$ cat config.mk
export PLATFORM = sky130hd
export DESIGN_NAME = md_unit
export DESIGN_NICKNAME = d
export VERILOG_FILES = /design/src/hdl/md_pkg.sv /design/src/hdl/md_divider.sv /design/src/hdl/md_in_queue.sv /design/src/hdl/md_multiplier.sv /design/src/hdl/md_operand_prep.sv /design/src/hdl/md_result_stage.sv /design/src/hdl/md_unit.sv
export VERILOG_INCLUDE_DIRS = /design/src /design/src/hdl
export SDC_FILE = /design/constraint.sdc
export NUM_CORES = 2
export LEC_CHECK = 0
export BUFFER_PORTS_ARGS = -buffer_cell sky130_fd_sc_hd__buf_4
export CAP_MARGIN = 5
export CORE_UTILIZATION = 55
export DETAILED_ROUTE_END_ITERATION = 7
export HOLD_SLACK_MARGIN = 0.12
export PLACE_DENSITY = 0.8
export SLEW_MARGIN = 20
export SYNTH_ARGS = -nofsm -noshare
export SYNTH_HDL_FRONTEND = slang
export SYNTH_SLANG_ARGS = --single-unit
$ cat constraint.sdc
create_clock -name clk -period 9.36 [get_ports clk]
set_input_delay 0.468 -clock clk [delete_from_list [all_inputs] [get_ports clk]]
set_output_delay 0.468 -clock clk [all_outputs]
set_load 0.1 [all_outputs]
$ cat src/hdl/md_cfg.svh
// multiply divide unit configuration
`ifndef MD_CFG_SVH
`define MD_CFG_SVH

// input queue entries, also the producer's starting credits
`define MD_IN_DEPTH 4

// response credits held by the unit after reset
`define MD_OUT_CREDITS 2

// request tag width
`define MD_TAG_W 4

// restoring divider iterations
`define MD_DIV_STEPS 32

`endif

$ cat src/hdl/md_pkg.sv
// multiply divide unit types
`default_nettype none
`include "md_cfg.svh"

package md_pkg;

    // coded like funct3
    typedef enum logic [2:0] {
        op_mul    = 3'b000,
        op_mulh   = 3'b001,
        op_mulhsu = 3'b010,
        op_mulhu  = 3'b011,
        op_div    = 3'b100,
        op_divu   = 3'b101,
        op_rem    = 3'b110,
        op_remu   = 3'b111
    } md_op_e;

    typedef struct packed {
        md_op_e                 op;
        logic [`MD_TAG_W-1:0]   tag;
        logic [31:0]            a;
        logic [31:0]            b;
    } md_req_t;

    // magnitudes for the divider, original operands for mul and special cases
    typedef struct packed {
        md_op_e                 op;
        logic [`MD_TAG_W-1:0]   tag;
        logic [31:0]            mag_a;
        logic [31:0]            mag_b;
        logic [31:0]            opnd_a;
        logic [31:0]            opnd_b;
        logic                   neg_quot;
        logic                   neg_rem;
        logic                   neg_prod;
    } md_issue_t;

    // val is the product, or {remainder, quotient} for division
    typedef struct packed {
        md_op_e                 op;
        logic [`MD_TAG_W-1:0]   tag;
        logic                   neg_quot;
        logic                   neg_rem;
        logic                   neg_prod;
        logic                   special;
        logic [63:0]            val;
    } md_exec_t;

    typedef struct packed {
        logic [`MD_TAG_W-1:0]   tag;
        logic [31:0]            result;
    } md_rsp_t;

endpackage

`default_nettype wire

$ cat src/hdl/md_divider.sv
// iterative restoring divider
`timescale 1ns/1ns
`default_nettype none
`include "md_cfg.svh"

module md_divider
    import md_pkg::*;
(
    input  logic      clk,
    input  logic      rst,
    input  logic      div_start,
    input  md_issue_t issue,
    output logic      div_done,
    output md_exec_t  div_res
);

    localparam int unsigned steps = `MD_DIV_STEPS;
    localparam int unsigned cnt_w = $clog2(steps + 1);

    typedef enum logic [1:0] {
        st_idle,
        st_shift,
        st_done
    } div_state_e;

    div_state_e           state;
    logic [cnt_w-1:0]     count;
    // {remainder, quotient}
    logic [63:0]          data;
    logic [31:0]          divisor;
    md_op_e               op_q;
    logic [`MD_TAG_W-1:0] tag_q;
    logic                 neg_quot_q;
    logic                 neg_rem_q;
    logic                 neg_prod_q;
    logic                 special_q;

    logic                 div_zero;
    logic                 overflow;
    logic                 accept;
    logic [32:0]          diff;
    logic                 fits;

    assign div_zero = (issue.opnd_b == 32'd0);
    assign overflow = (issue.op inside {op_div, op_rem})
                    && (issue.opnd_a == 32'h8000_0000)
                    && (issue.opnd_b == 32'hffff_ffff);
    assign accept   = (state == st_idle) && div_start;

    // partial remainder shifted left is 33 bits wide.
    // bit 32 of the difference is the borrow
    assign diff = data[63:31] - {1'b0, divisor};
    assign fits = ~diff[32];

    always_ff @(posedge clk) begin
        if (rst) begin
            state <= st_idle;
            count <= '0;
        end else begin
            case (state)
                st_idle: begin
                    if (div_start) begin
                        if (div_zero || overflow) begin
                            state <= st_done;
                        end else begin
                            state <= st_shift;
                            count <= cnt_w'(steps);
                        end
                    end
                end
                st_shift: begin
                    count <= count - 1'b1;
                    if (count == cnt_w'(1)) begin
                        state <= st_done;
                    end
                end
                st_done: state <= st_idle;
                default: state <= st_idle;
            endcase
        end
    end

    always_ff @(posedge clk) begin
        if (accept) begin
            op_q       <= issue.op;
            tag_q      <= issue.tag;
            neg_quot_q <= issue.neg_quot;
            neg_rem_q  <= issue.neg_rem;
            neg_prod_q <= issue.neg_prod;
            special_q  <= div_zero | overflow;
            divisor    <= issue.mag_b;
            if (div_zero) begin
                data <= {issue.opnd_a, 32'hffff_ffff};
            end else if (overflow) begin
                data <= {32'd0, 32'h8000_0000};
            end else begin
                data <= {32'd0, issue.mag_a};
            end
        end else if (state == st_shift) begin
            if (fits) begin
                data <= {diff[31:0], data[30:0], 1'b1};
            end else begin
                data <= {data[62:0], 1'b0};
            end
        end
    end

    assign div_done = (state == st_done);

    always_comb begin
        div_res.op       = op_q;
        div_res.tag      = tag_q;
        div_res.neg_quot = neg_quot_q;
        div_res.neg_rem  = neg_rem_q;
        div_res.neg_prod = neg_prod_q;
        div_res.special  = special_q;
        div_res.val      = data;
    end

endmodule

`default_nettype wire

$ cat src/hdl/md_in_queue.sv
// request input queue
`timescale 1ns/1ns
`default_nettype none
`include "md_cfg.svh"

module md_in_queue
    import md_pkg::*;
(
    input  logic    clk,
    input  logic    rst,
    input  logic    req_valid,
    input  md_req_t req,
    output logic    req_credit,
    output logic    head_valid,
    output md_req_t head,
    input  logic    head_take
);

    localparam int unsigned depth = `MD_IN_DEPTH;
    localparam int unsigned ptr_w = (depth > 1) ? $clog2(depth) : 1;
    localparam int unsigned cnt_w = $clog2(depth + 1);

    md_req_t          mem [depth];
    logic [ptr_w-1:0] wr_ptr;
    logic [ptr_w-1:0] rd_ptr;
    logic [cnt_w-1:0] count;

    // wrap for depths that are not a power of two
    function automatic logic [ptr_w-1:0] ptr_next(input logic [ptr_w-1:0] p);
        return (p == ptr_w'(depth - 1)) ? '0 : p + 1'b1;
    endfunction

    // producer only sends with a credit, so the queue never overflows
    always_ff @(posedge clk) begin
        if (req_valid) begin
            mem[wr_ptr] <= req;
        end
    end

    always_ff @(posedge clk) begin
        if (rst) begin
            wr_ptr     <= '0;
            rd_ptr     <= '0;
            count      <= '0;
            req_credit <= 1'b0;
        end else begin
            if (req_valid) begin
                wr_ptr <= ptr_next(wr_ptr);
            end
            if (head_take) begin
                rd_ptr <= ptr_next(rd_ptr);
            end
            case ({req_valid, head_take})
                2'b10:   count <= count + 1'b1;
                2'b01:   count <= count - 1'b1;
                default: count <= count;
            endcase
            // one credit back per dequeued entry
            req_credit <= head_take;
        end
    end

    assign head_valid = (count != '0);
    assign head       = mem[rd_ptr];

endmodule

`default_nettype wire

$ cat src/hdl/md_multiplier.sv
// two-cycle 33x33 signed multiplier
`timescale 1ns/1ns
`default_nettype none

module md_multiplier
    import md_pkg::*;
(
    input  logic      clk,
    input  logic      rst,
    input  logic      mul_start,
    input  md_issue_t issue,
    output logic      mul_done,
    output md_exec_t  mul_res
);

    logic                 ext_a;
    logic                 ext_b;
    logic                 v1;
    logic                 v2;
    logic signed [32:0]   a_s1;
    logic signed [32:0]   b_s1;
    md_op_e               op_s1;
    logic [`MD_TAG_W-1:0] tag_s1;
    logic                 neg_prod_s1;
    logic signed [65:0]   prod;

    // rs1 signed except mulhu, rs2 signed for mul and mulh only
    assign ext_a = (issue.op != op_mulhu) & issue.opnd_a[31];
    assign ext_b = (issue.op inside {op_mul, op_mulh}) & issue.opnd_b[31];

    assign prod = a_s1 * b_s1;

    always_ff @(posedge clk) begin
        if (rst) begin
            v1 <= 1'b0;
            v2 <= 1'b0;
        end else begin
            v1 <= mul_start;
            v2 <= v1;
        end
    end

    // operand stage
    always_ff @(posedge clk) begin
        if (mul_start) begin
            a_s1        <= {ext_a, issue.opnd_a};
            b_s1        <= {ext_b, issue.opnd_b};
            op_s1       <= issue.op;
            tag_s1      <= issue.tag;
            neg_prod_s1 <= issue.neg_prod;
        end
    end

    // product stage
    always_ff @(posedge clk) begin
        if (v1) begin
            mul_res.op       <= op_s1;
            mul_res.tag      <= tag_s1;
            mul_res.neg_quot <= 1'b0;
            mul_res.neg_rem  <= 1'b0;
            mul_res.neg_prod <= neg_prod_s1;
            mul_res.special  <= 1'b0;
            mul_res.val      <= prod[63:0];
        end
    end

    assign mul_done = v2;

endmodule

`default_nettype wire

$ cat src/hdl/md_operand_prep.sv
// operand decode and issue
`timescale 1ns/1ns
`default_nettype none

module md_operand_prep
    import md_pkg::*;
(
    input  logic      clk,
    input  logic      rst,
    input  logic      head_valid,
    input  md_req_t   head,
    output logic      head_take,
    input  logic      result_ready,
    input  logic      mul_done,
    input  logic      div_done,
    output md_issue_t issue,
    output logic      mul_start,
    output logic      div_start
);

    logic in_flight;
    logic go;
    logic is_div;
    logic sign_a;
    logic sign_b;
    logic neg_a;
    logic neg_b;

    // which operands are treated as signed
    always_comb begin
        sign_a = 1'b0;
        sign_b = 1'b0;
        case (head.op)
            op_mul, op_mulh, op_div, op_rem: begin
                sign_a = 1'b1;
                sign_b = 1'b1;
            end
            // only rs1 signed
            op_mulhsu: sign_a = 1'b1;
            default: ;
        endcase
    end

    assign neg_a  = sign_a & head.a[31];
    assign neg_b  = sign_b & head.b[31];
    assign is_div = head.op inside {op_div, op_divu, op_rem, op_remu};

    always_comb begin
        issue.op       = head.op;
        issue.tag      = head.tag;
        issue.mag_a    = neg_a ? (~head.a + 32'd1) : head.a;
        issue.mag_b    = neg_b ? (~head.b + 32'd1) : head.b;
        issue.opnd_a   = head.a;
        issue.opnd_b   = head.b;
        issue.neg_quot = neg_a ^ neg_b;
        // remainder follows the dividend
        issue.neg_rem  = neg_a;
        issue.neg_prod = neg_a ^ neg_b;
    end

    // single operation in flight, and only with a free result slot
    assign go        = head_valid & ~in_flight & result_ready;
    assign head_take = go;
    assign mul_start = go & ~is_div;
    assign div_start = go & is_div;

    always_ff @(posedge clk) begin
        if (rst) begin
            in_flight <= 1'b0;
        end else if (go) begin
            in_flight <= 1'b1;
        end else if (mul_done || div_done) begin
            in_flight <= 1'b0;
        end
    end

endmodule

`default_nettype wire

$ cat src/hdl/md_result_stage.sv
// result fixup and response buffer
`timescale 1ns/1ns
`default_nettype none
`include "md_cfg.svh"

module md_result_stage
    import md_pkg::*;
(
    input  logic     clk,
    input  logic     rst,
    input  logic     mul_done,
    input  md_exec_t mul_res,
    input  logic     div_done,
    input  md_exec_t div_res,
    output logic     result_ready,
    output logic     rsp_valid,
    output md_rsp_t  rsp,
    input  logic     rsp_credit
);

    localparam int unsigned cred_w = $clog2(`MD_OUT_CREDITS + 1);

    md_exec_t          ex;
    logic              wr_en;
    logic [31:0]       quot;
    logic [31:0]       rem;
    logic [31:0]       word;
    md_rsp_t           rbuf [2];
    logic              wr_ptr;
    logic              rd_ptr;
    logic [1:0]        count;
    logic [cred_w-1:0] credits;
    logic              send;

    // the done pulses never coincide
    assign ex    = mul_done ? mul_res : div_res;
    assign wr_en = mul_done | div_done;
    assign quot  = ex.val[31:0];
    assign rem   = ex.val[63:32];

    always_comb begin
        case (ex.op)
            op_mul:                      word = ex.val[31:0];
            op_mulh, op_mulhsu, op_mulhu: word = ex.val[63:32];
            op_div, op_divu: begin
                word = (ex.neg_quot && !ex.special) ? (~quot + 32'd1) : quot;
            end
            default: begin
                word = (ex.neg_rem && !ex.special) ? (~rem + 32'd1) : rem;
            end
        endcase
    end

    always_ff @(posedge clk) begin
        if (wr_en) begin
            rbuf[wr_ptr] <= '{tag: ex.tag, result: word};
        end
    end

    assign send         = (count != 2'd0) && (credits != '0);
    assign rsp_valid    = send;
    assign rsp          = rbuf[rd_ptr];
    assign result_ready = (count != 2'd2);

    always_ff @(posedge clk) begin
        if (rst) begin
            wr_ptr  <= 1'b0;
            rd_ptr  <= 1'b0;
            count   <= 2'd0;
            credits <= cred_w'(`MD_OUT_CREDITS);
        end else begin
            if (wr_en) begin
                wr_ptr <= ~wr_ptr;
            end
            if (send) begin
                rd_ptr <= ~rd_ptr;
            end
            case ({wr_en, send})
                2'b10:   count <= count + 1'b1;
                2'b01:   count <= count - 1'b1;
                default: count <= count;
            endcase
            // spend one per response, regain one per returned credit
            case ({send, rsp_credit})
                2'b10:   credits <= credits - 1'b1;
                2'b01:   credits <= credits + 1'b1;
                default: credits <= credits;
            endcase
        end
    end

endmodule

`default_nettype wire

$ cat src/hdl/md_unit.sv
// rv32m multiply divide unit
`timescale 1ns/1ns
`default_nettype none

module md_unit
    import md_pkg::*;
(
    input  logic    clk,
    input  logic    rst,
    input  logic    req_valid,
    input  md_req_t req,
    output logic    req_credit,
    output logic    rsp_valid,
    output md_rsp_t rsp,
    input  logic    rsp_credit
);

    logic      head_valid;
    md_req_t   head;
    logic      head_take;
    logic      result_ready;
    md_issue_t issue;
    logic      mul_start;
    logic      div_start;
    logic      mul_done;
    logic      div_done;
    md_exec_t  mul_res;
    md_exec_t  div_res;

    md_in_queue u_queue (
        .clk        (clk),
        .rst        (rst),
        .req_valid  (req_valid),
        .req        (req),
        .req_credit (req_credit),
        .head_valid (head_valid),
        .head       (head),
        .head_take  (head_take)
    );

    md_operand_prep u_prep (
        .clk          (clk),
        .rst          (rst),
        .head_valid   (head_valid),
        .head         (head),
        .head_take    (head_take),
        .result_ready (result_ready),
        .mul_done     (mul_done),
        .div_done     (div_done),
        .issue        (issue),
        .mul_start    (mul_start),
        .div_start    (div_start)
    );

    md_divider u_div (
        .clk       (clk),
        .rst       (rst),
        .div_start (div_start),
        .issue     (issue),
        .div_done  (div_done),
        .div_res   (div_res)
    );

    md_multiplier u_mul (
        .clk       (clk),
        .rst       (rst),
        .mul_start (mul_start),
        .issue     (issue),
        .mul_done  (mul_done),
        .mul_res   (mul_res)
    );

    md_result_stage u_result (
        .clk          (clk),
        .rst          (rst),
        .mul_done     (mul_done),
        .mul_res      (mul_res),
        .div_done     (div_done),
        .div_res      (div_res),
        .result_ready (result_ready),
        .rsp_valid    (rsp_valid),
        .rsp          (rsp),
        .rsp_credit   (rsp_credit)
    );

endmodule

`default_nettype wire

==> metrics.txt <==
height of the die=353 um; Crit. End Element=register; antenna-violating nets left=0; post-route worst setup slack=0.441 ns; clock buffer depth=3; Post-Synth Simple-Gate Area=12.7%; First DRT Iteration DRCs=4553; Clock transition at path regs=0.07 ns; Synth Warn #=0; post-cts gate resize count=0; Area Growth Syn to Fin=8.30%; Hold WC Path Type=input port to register; count of cell types in the netlist=93; Reg area=18800 sq um; initial antenna violation count=7; critical path data arrival time=9.29 ns; most used flip-flop cell after synthesis=edfxtp_1; GRT Residual Overflow=0; Avg WL per Cell=22.3 um; top-area cell type share of the netlist area=33.2%; Yosys reg bits=634; CP top delay family=adder cells; Global Route Usage Sum=29.4%; Nets=7761; hold path cells=3; multi-input logic area=43500 sq um; I/O pins=113; WS Path Type=register to register; max-cap viol count=0; vias per cell=5.80; Period minus WS final=8.92 ns; CP Cell Sequence=buf_4, nand2_1, inv_1, fa_1, inv_1, fa_1, inv_1, fa_1, inv_1, fa_1, fa_1, fa_1, fa_1, fa_1, inv_1, ha_1, nand3_1, nor2_1, nor2_1, a31oi_1, a21bo_2, o311ai_0, a21oi_1, xnor2_1; layout cells sized above 1=8.08%; length of the first detailed-routing pass in iterations=6; Filler cells=9549; cells after synthesis=6243; Synth area leaders=fa_1, edfxtp_1, inv_1; crit-path max cell delay=0.84 ns; Post-synth EDFFs=606; CTS buffer count=66; Place WS=0.572 ns; DRT Wirelength=178 mm; CTS tree=done; Synth Area in Adders=38.0%; FMAX=112 MHz; sequential share of the synthesized area=27.6%; post-DP HPWL=139 mm; reg2reg path depth=24; final critical-path share of the clock period=95.3%; Slowest-stage cell, CP=fa_1; Std-Cell Rows=128; Buf+Inv Stages, Crit Path=6; mux share of post-synthesis cell area=5.16%; via count=46279; Worst R2R Setup Slack=0.44 ns; H-Tree Level Count=3; CP required=9.73 ns; RSZ-0062 raised after global routing=false; Slew Limit Fails=0; Slew HR=16.5%; clock net sink count=634; outcome=finished clean; Worst path depth=24; vias in the first global route=49624; main combinational cell family by area after synthesis=adder cells; Mean Syn Cell Area=10.9 sq um; CTS root buf=clkbuf_16; routability cong.=0.955; Mapped Area=67900 sq um; final hold violation count=0; cell with the most instances on the worst path=fa_1; port bufs=112; Die ar.=125000 sq um; Residual DRC=0; Yosys top cell by area=fa_1; Core ar.=122000 sq um; largest fanout on the critical path=19; Final TNS setup=0 ns; worst-skew pair later-pin latency=0.65 ns; crit path launch type=register; Post-Route Skew=0.0355 ns; syn_nets=7704; Die X=353 um; Compound-Gate Fraction of Synth Area=5.23%; Post-Synth XOR/XNOR Area=2.81%; final count of negative-setup-slack endpoints=0; first-pass GRT wire length=283 mm; Initial Util=55.6%; FFs w/ async S/R, synth=0%; largest net degree at the start of global routing=100; worst slew pin tran=1.25 ns
[cells by family after synthesis]
group / after synthesis
adder cells (fa/ha/maj): 1386
AND/OR/NAND/NOR: 1717
AO/OA/AOI/OAI: 579
XOR/XNOR: 218
flip-flops: 634
buffers and inverters: 1483
multiplexers: 226
[sequential cells by signal, indices dropped and copies added, names as in the netlist, 2 cells and up, named ones only]
register,flops
u_div.count,6
u_div.data,64
u_div.divisor,32
u_div.op_q,3
u_div.state,2
u_div.tag_q,4
u_mul.a_s1,33
u_mul.b_s1,33
u_mul.mul_res,71
u_mul.op_s1,3
u_mul.tag_s1,4
u_queue.count,3
u_queue.mem,284
u_queue.rd_ptr,2
u_queue.wr_ptr,2
u_result.count,2
u_result.credits,2
u_result.rbuf,72
[worst paths after layout]
check                                         startpoint                        endpoint
worst max-delay path             u_mul.b_s1[9]$_DFFE_PP_     u_mul.mul_res[63]$_DFFE_PP_
worst min register to register  u_mul.op_s1[0]$_DFFE_PP_     u_mul.mul_res[72]$_DFFE_PP_
worst max register to register   u_mul.b_s1[9]$_DFFE_PP_     u_mul.mul_res[63]$_DFFE_PP_
worst min-delay path                           req_valid  u_queue.wr_ptr[1]$_SDFFE_PP0P_
[worst reg2reg max path: stages (launching register included)]
cell	delay [ns]
edfxtp_1	0.76
buf_4	0.36
nand2_1	0.12
inv_1	0.09
fa_1	0.72
inv_1	0.16
fa_1	0.84
inv_1	0.18
fa_1	0.70
inv_1	0.25
fa_1	0.55
fa_1	0.57
fa_1	0.45
fa_1	0.47
fa_1	0.49
inv_1	0.04
ha_1	0.41
nand3_1	0.22
nor2_1	0.15
nor2_1	0.05
a31oi_1	0.14
a21bo_2	0.28
o311ai_0	0.39
a21oi_1	0.14
xnor2_1	0.15
[area by class of cell]
type                    count  share of cell area (%)
diodes                      4                  0.0136
flip-flops and latches    634                    25.5
clock buffers              77                    2.32
multi-input cells        4126                    59.2
inverters                1172                    5.99
well taps                1625                    2.77
clock inverters            41                   0.778
repair buffers            300                    3.45
[cell usage in the layout, fill, tap and decap left out, types with 27 or more instances in the layout]
cell           instances
o21ai_0              129
and2_1               544
ha_1                 259
buf_4                217
mux4_2                70
xnor2_1              127
nor2_1               167
edfxtp_1             606
clkbuf_16             66
nand4_1               27
inv_1               1171
a21o_1                50
mux2i_1               84
nor2b_1               43
mux2_2                52
nand3_1               42
dlygate4sd3_1         71
a21oi_1              215
xor2_1                91
nor3_1                68
fa_1                1126
nand2_1              683
[per-layer routing]
layer | track usage (%) | up-vias | wire (um)
met1 | 38.6 | 23810 | 68800
met4 | 12.0 | 4 | 8270
met5 | 0 | - | 35
li1 | - | 19872 | -
met2 | 48.6 | 2145 | 86100
met3 | 5.16 | 448 | 14400
[synth_stat cells, types with 18 or more instances]
| master | n |
|---|---|
| a21o_1 | 50 |
| a21oi_1 | 215 |
| a31oi_1 | 20 |
| and2_1 | 548 |
| clkbuf_1 | 276 |
| dfxtp_1 | 28 |
| edfxtp_1 | 606 |
| fa_1 | 1127 |
| ha_1 | 259 |
| inv_1 | 1172 |
| mux2_2 | 52 |
| mux2i_1 | 85 |
| mux4_1 | 18 |
| mux4_2 | 70 |
| nand2_1 | 684 |
| nand2b_1 | 24 |
| nand3_1 | 42 |
| nand4_1 | 27 |
| nor2_1 | 170 |
| nor2b_1 | 44 |
| nor3_1 | 69 |
| o21ai_0 | 129 |
| o31ai_1 | 22 |
| or3_1 | 19 |
| xnor2_1 | 127 |
| xor2_1 | 91 |
[per-stage QoR]
step / instance area, sq um / util [%] / cells / hold WS [ns]
6_report: 73500 / 60.2 / 7979 / 0.182
5_1_grt: 73500 / 60.2 / 7978 / 0.187
4_1_cts: 73400 / 60.1 / 7967 / 0.164
3_5_place_dp: 70400 / 57.7 / 7778 / 0.405
3_3_place_gp: 70400 / 57.7 / 7778 / 0.401
2_1_floorplan: 67900 / - / 6243 / 0.400
[repair_timing]
| action | 4_1_cts | 5_1_grt |
|---|---|---|
| hold buffers | 71 | 0 |
| endpoints found under the hold margin | 284 | 0 |
| setup buffers | 0 | 0 |
Power is not shown: default switching activity piles up to over one toggle a cycle in this logic, so the estimate is an artifact.
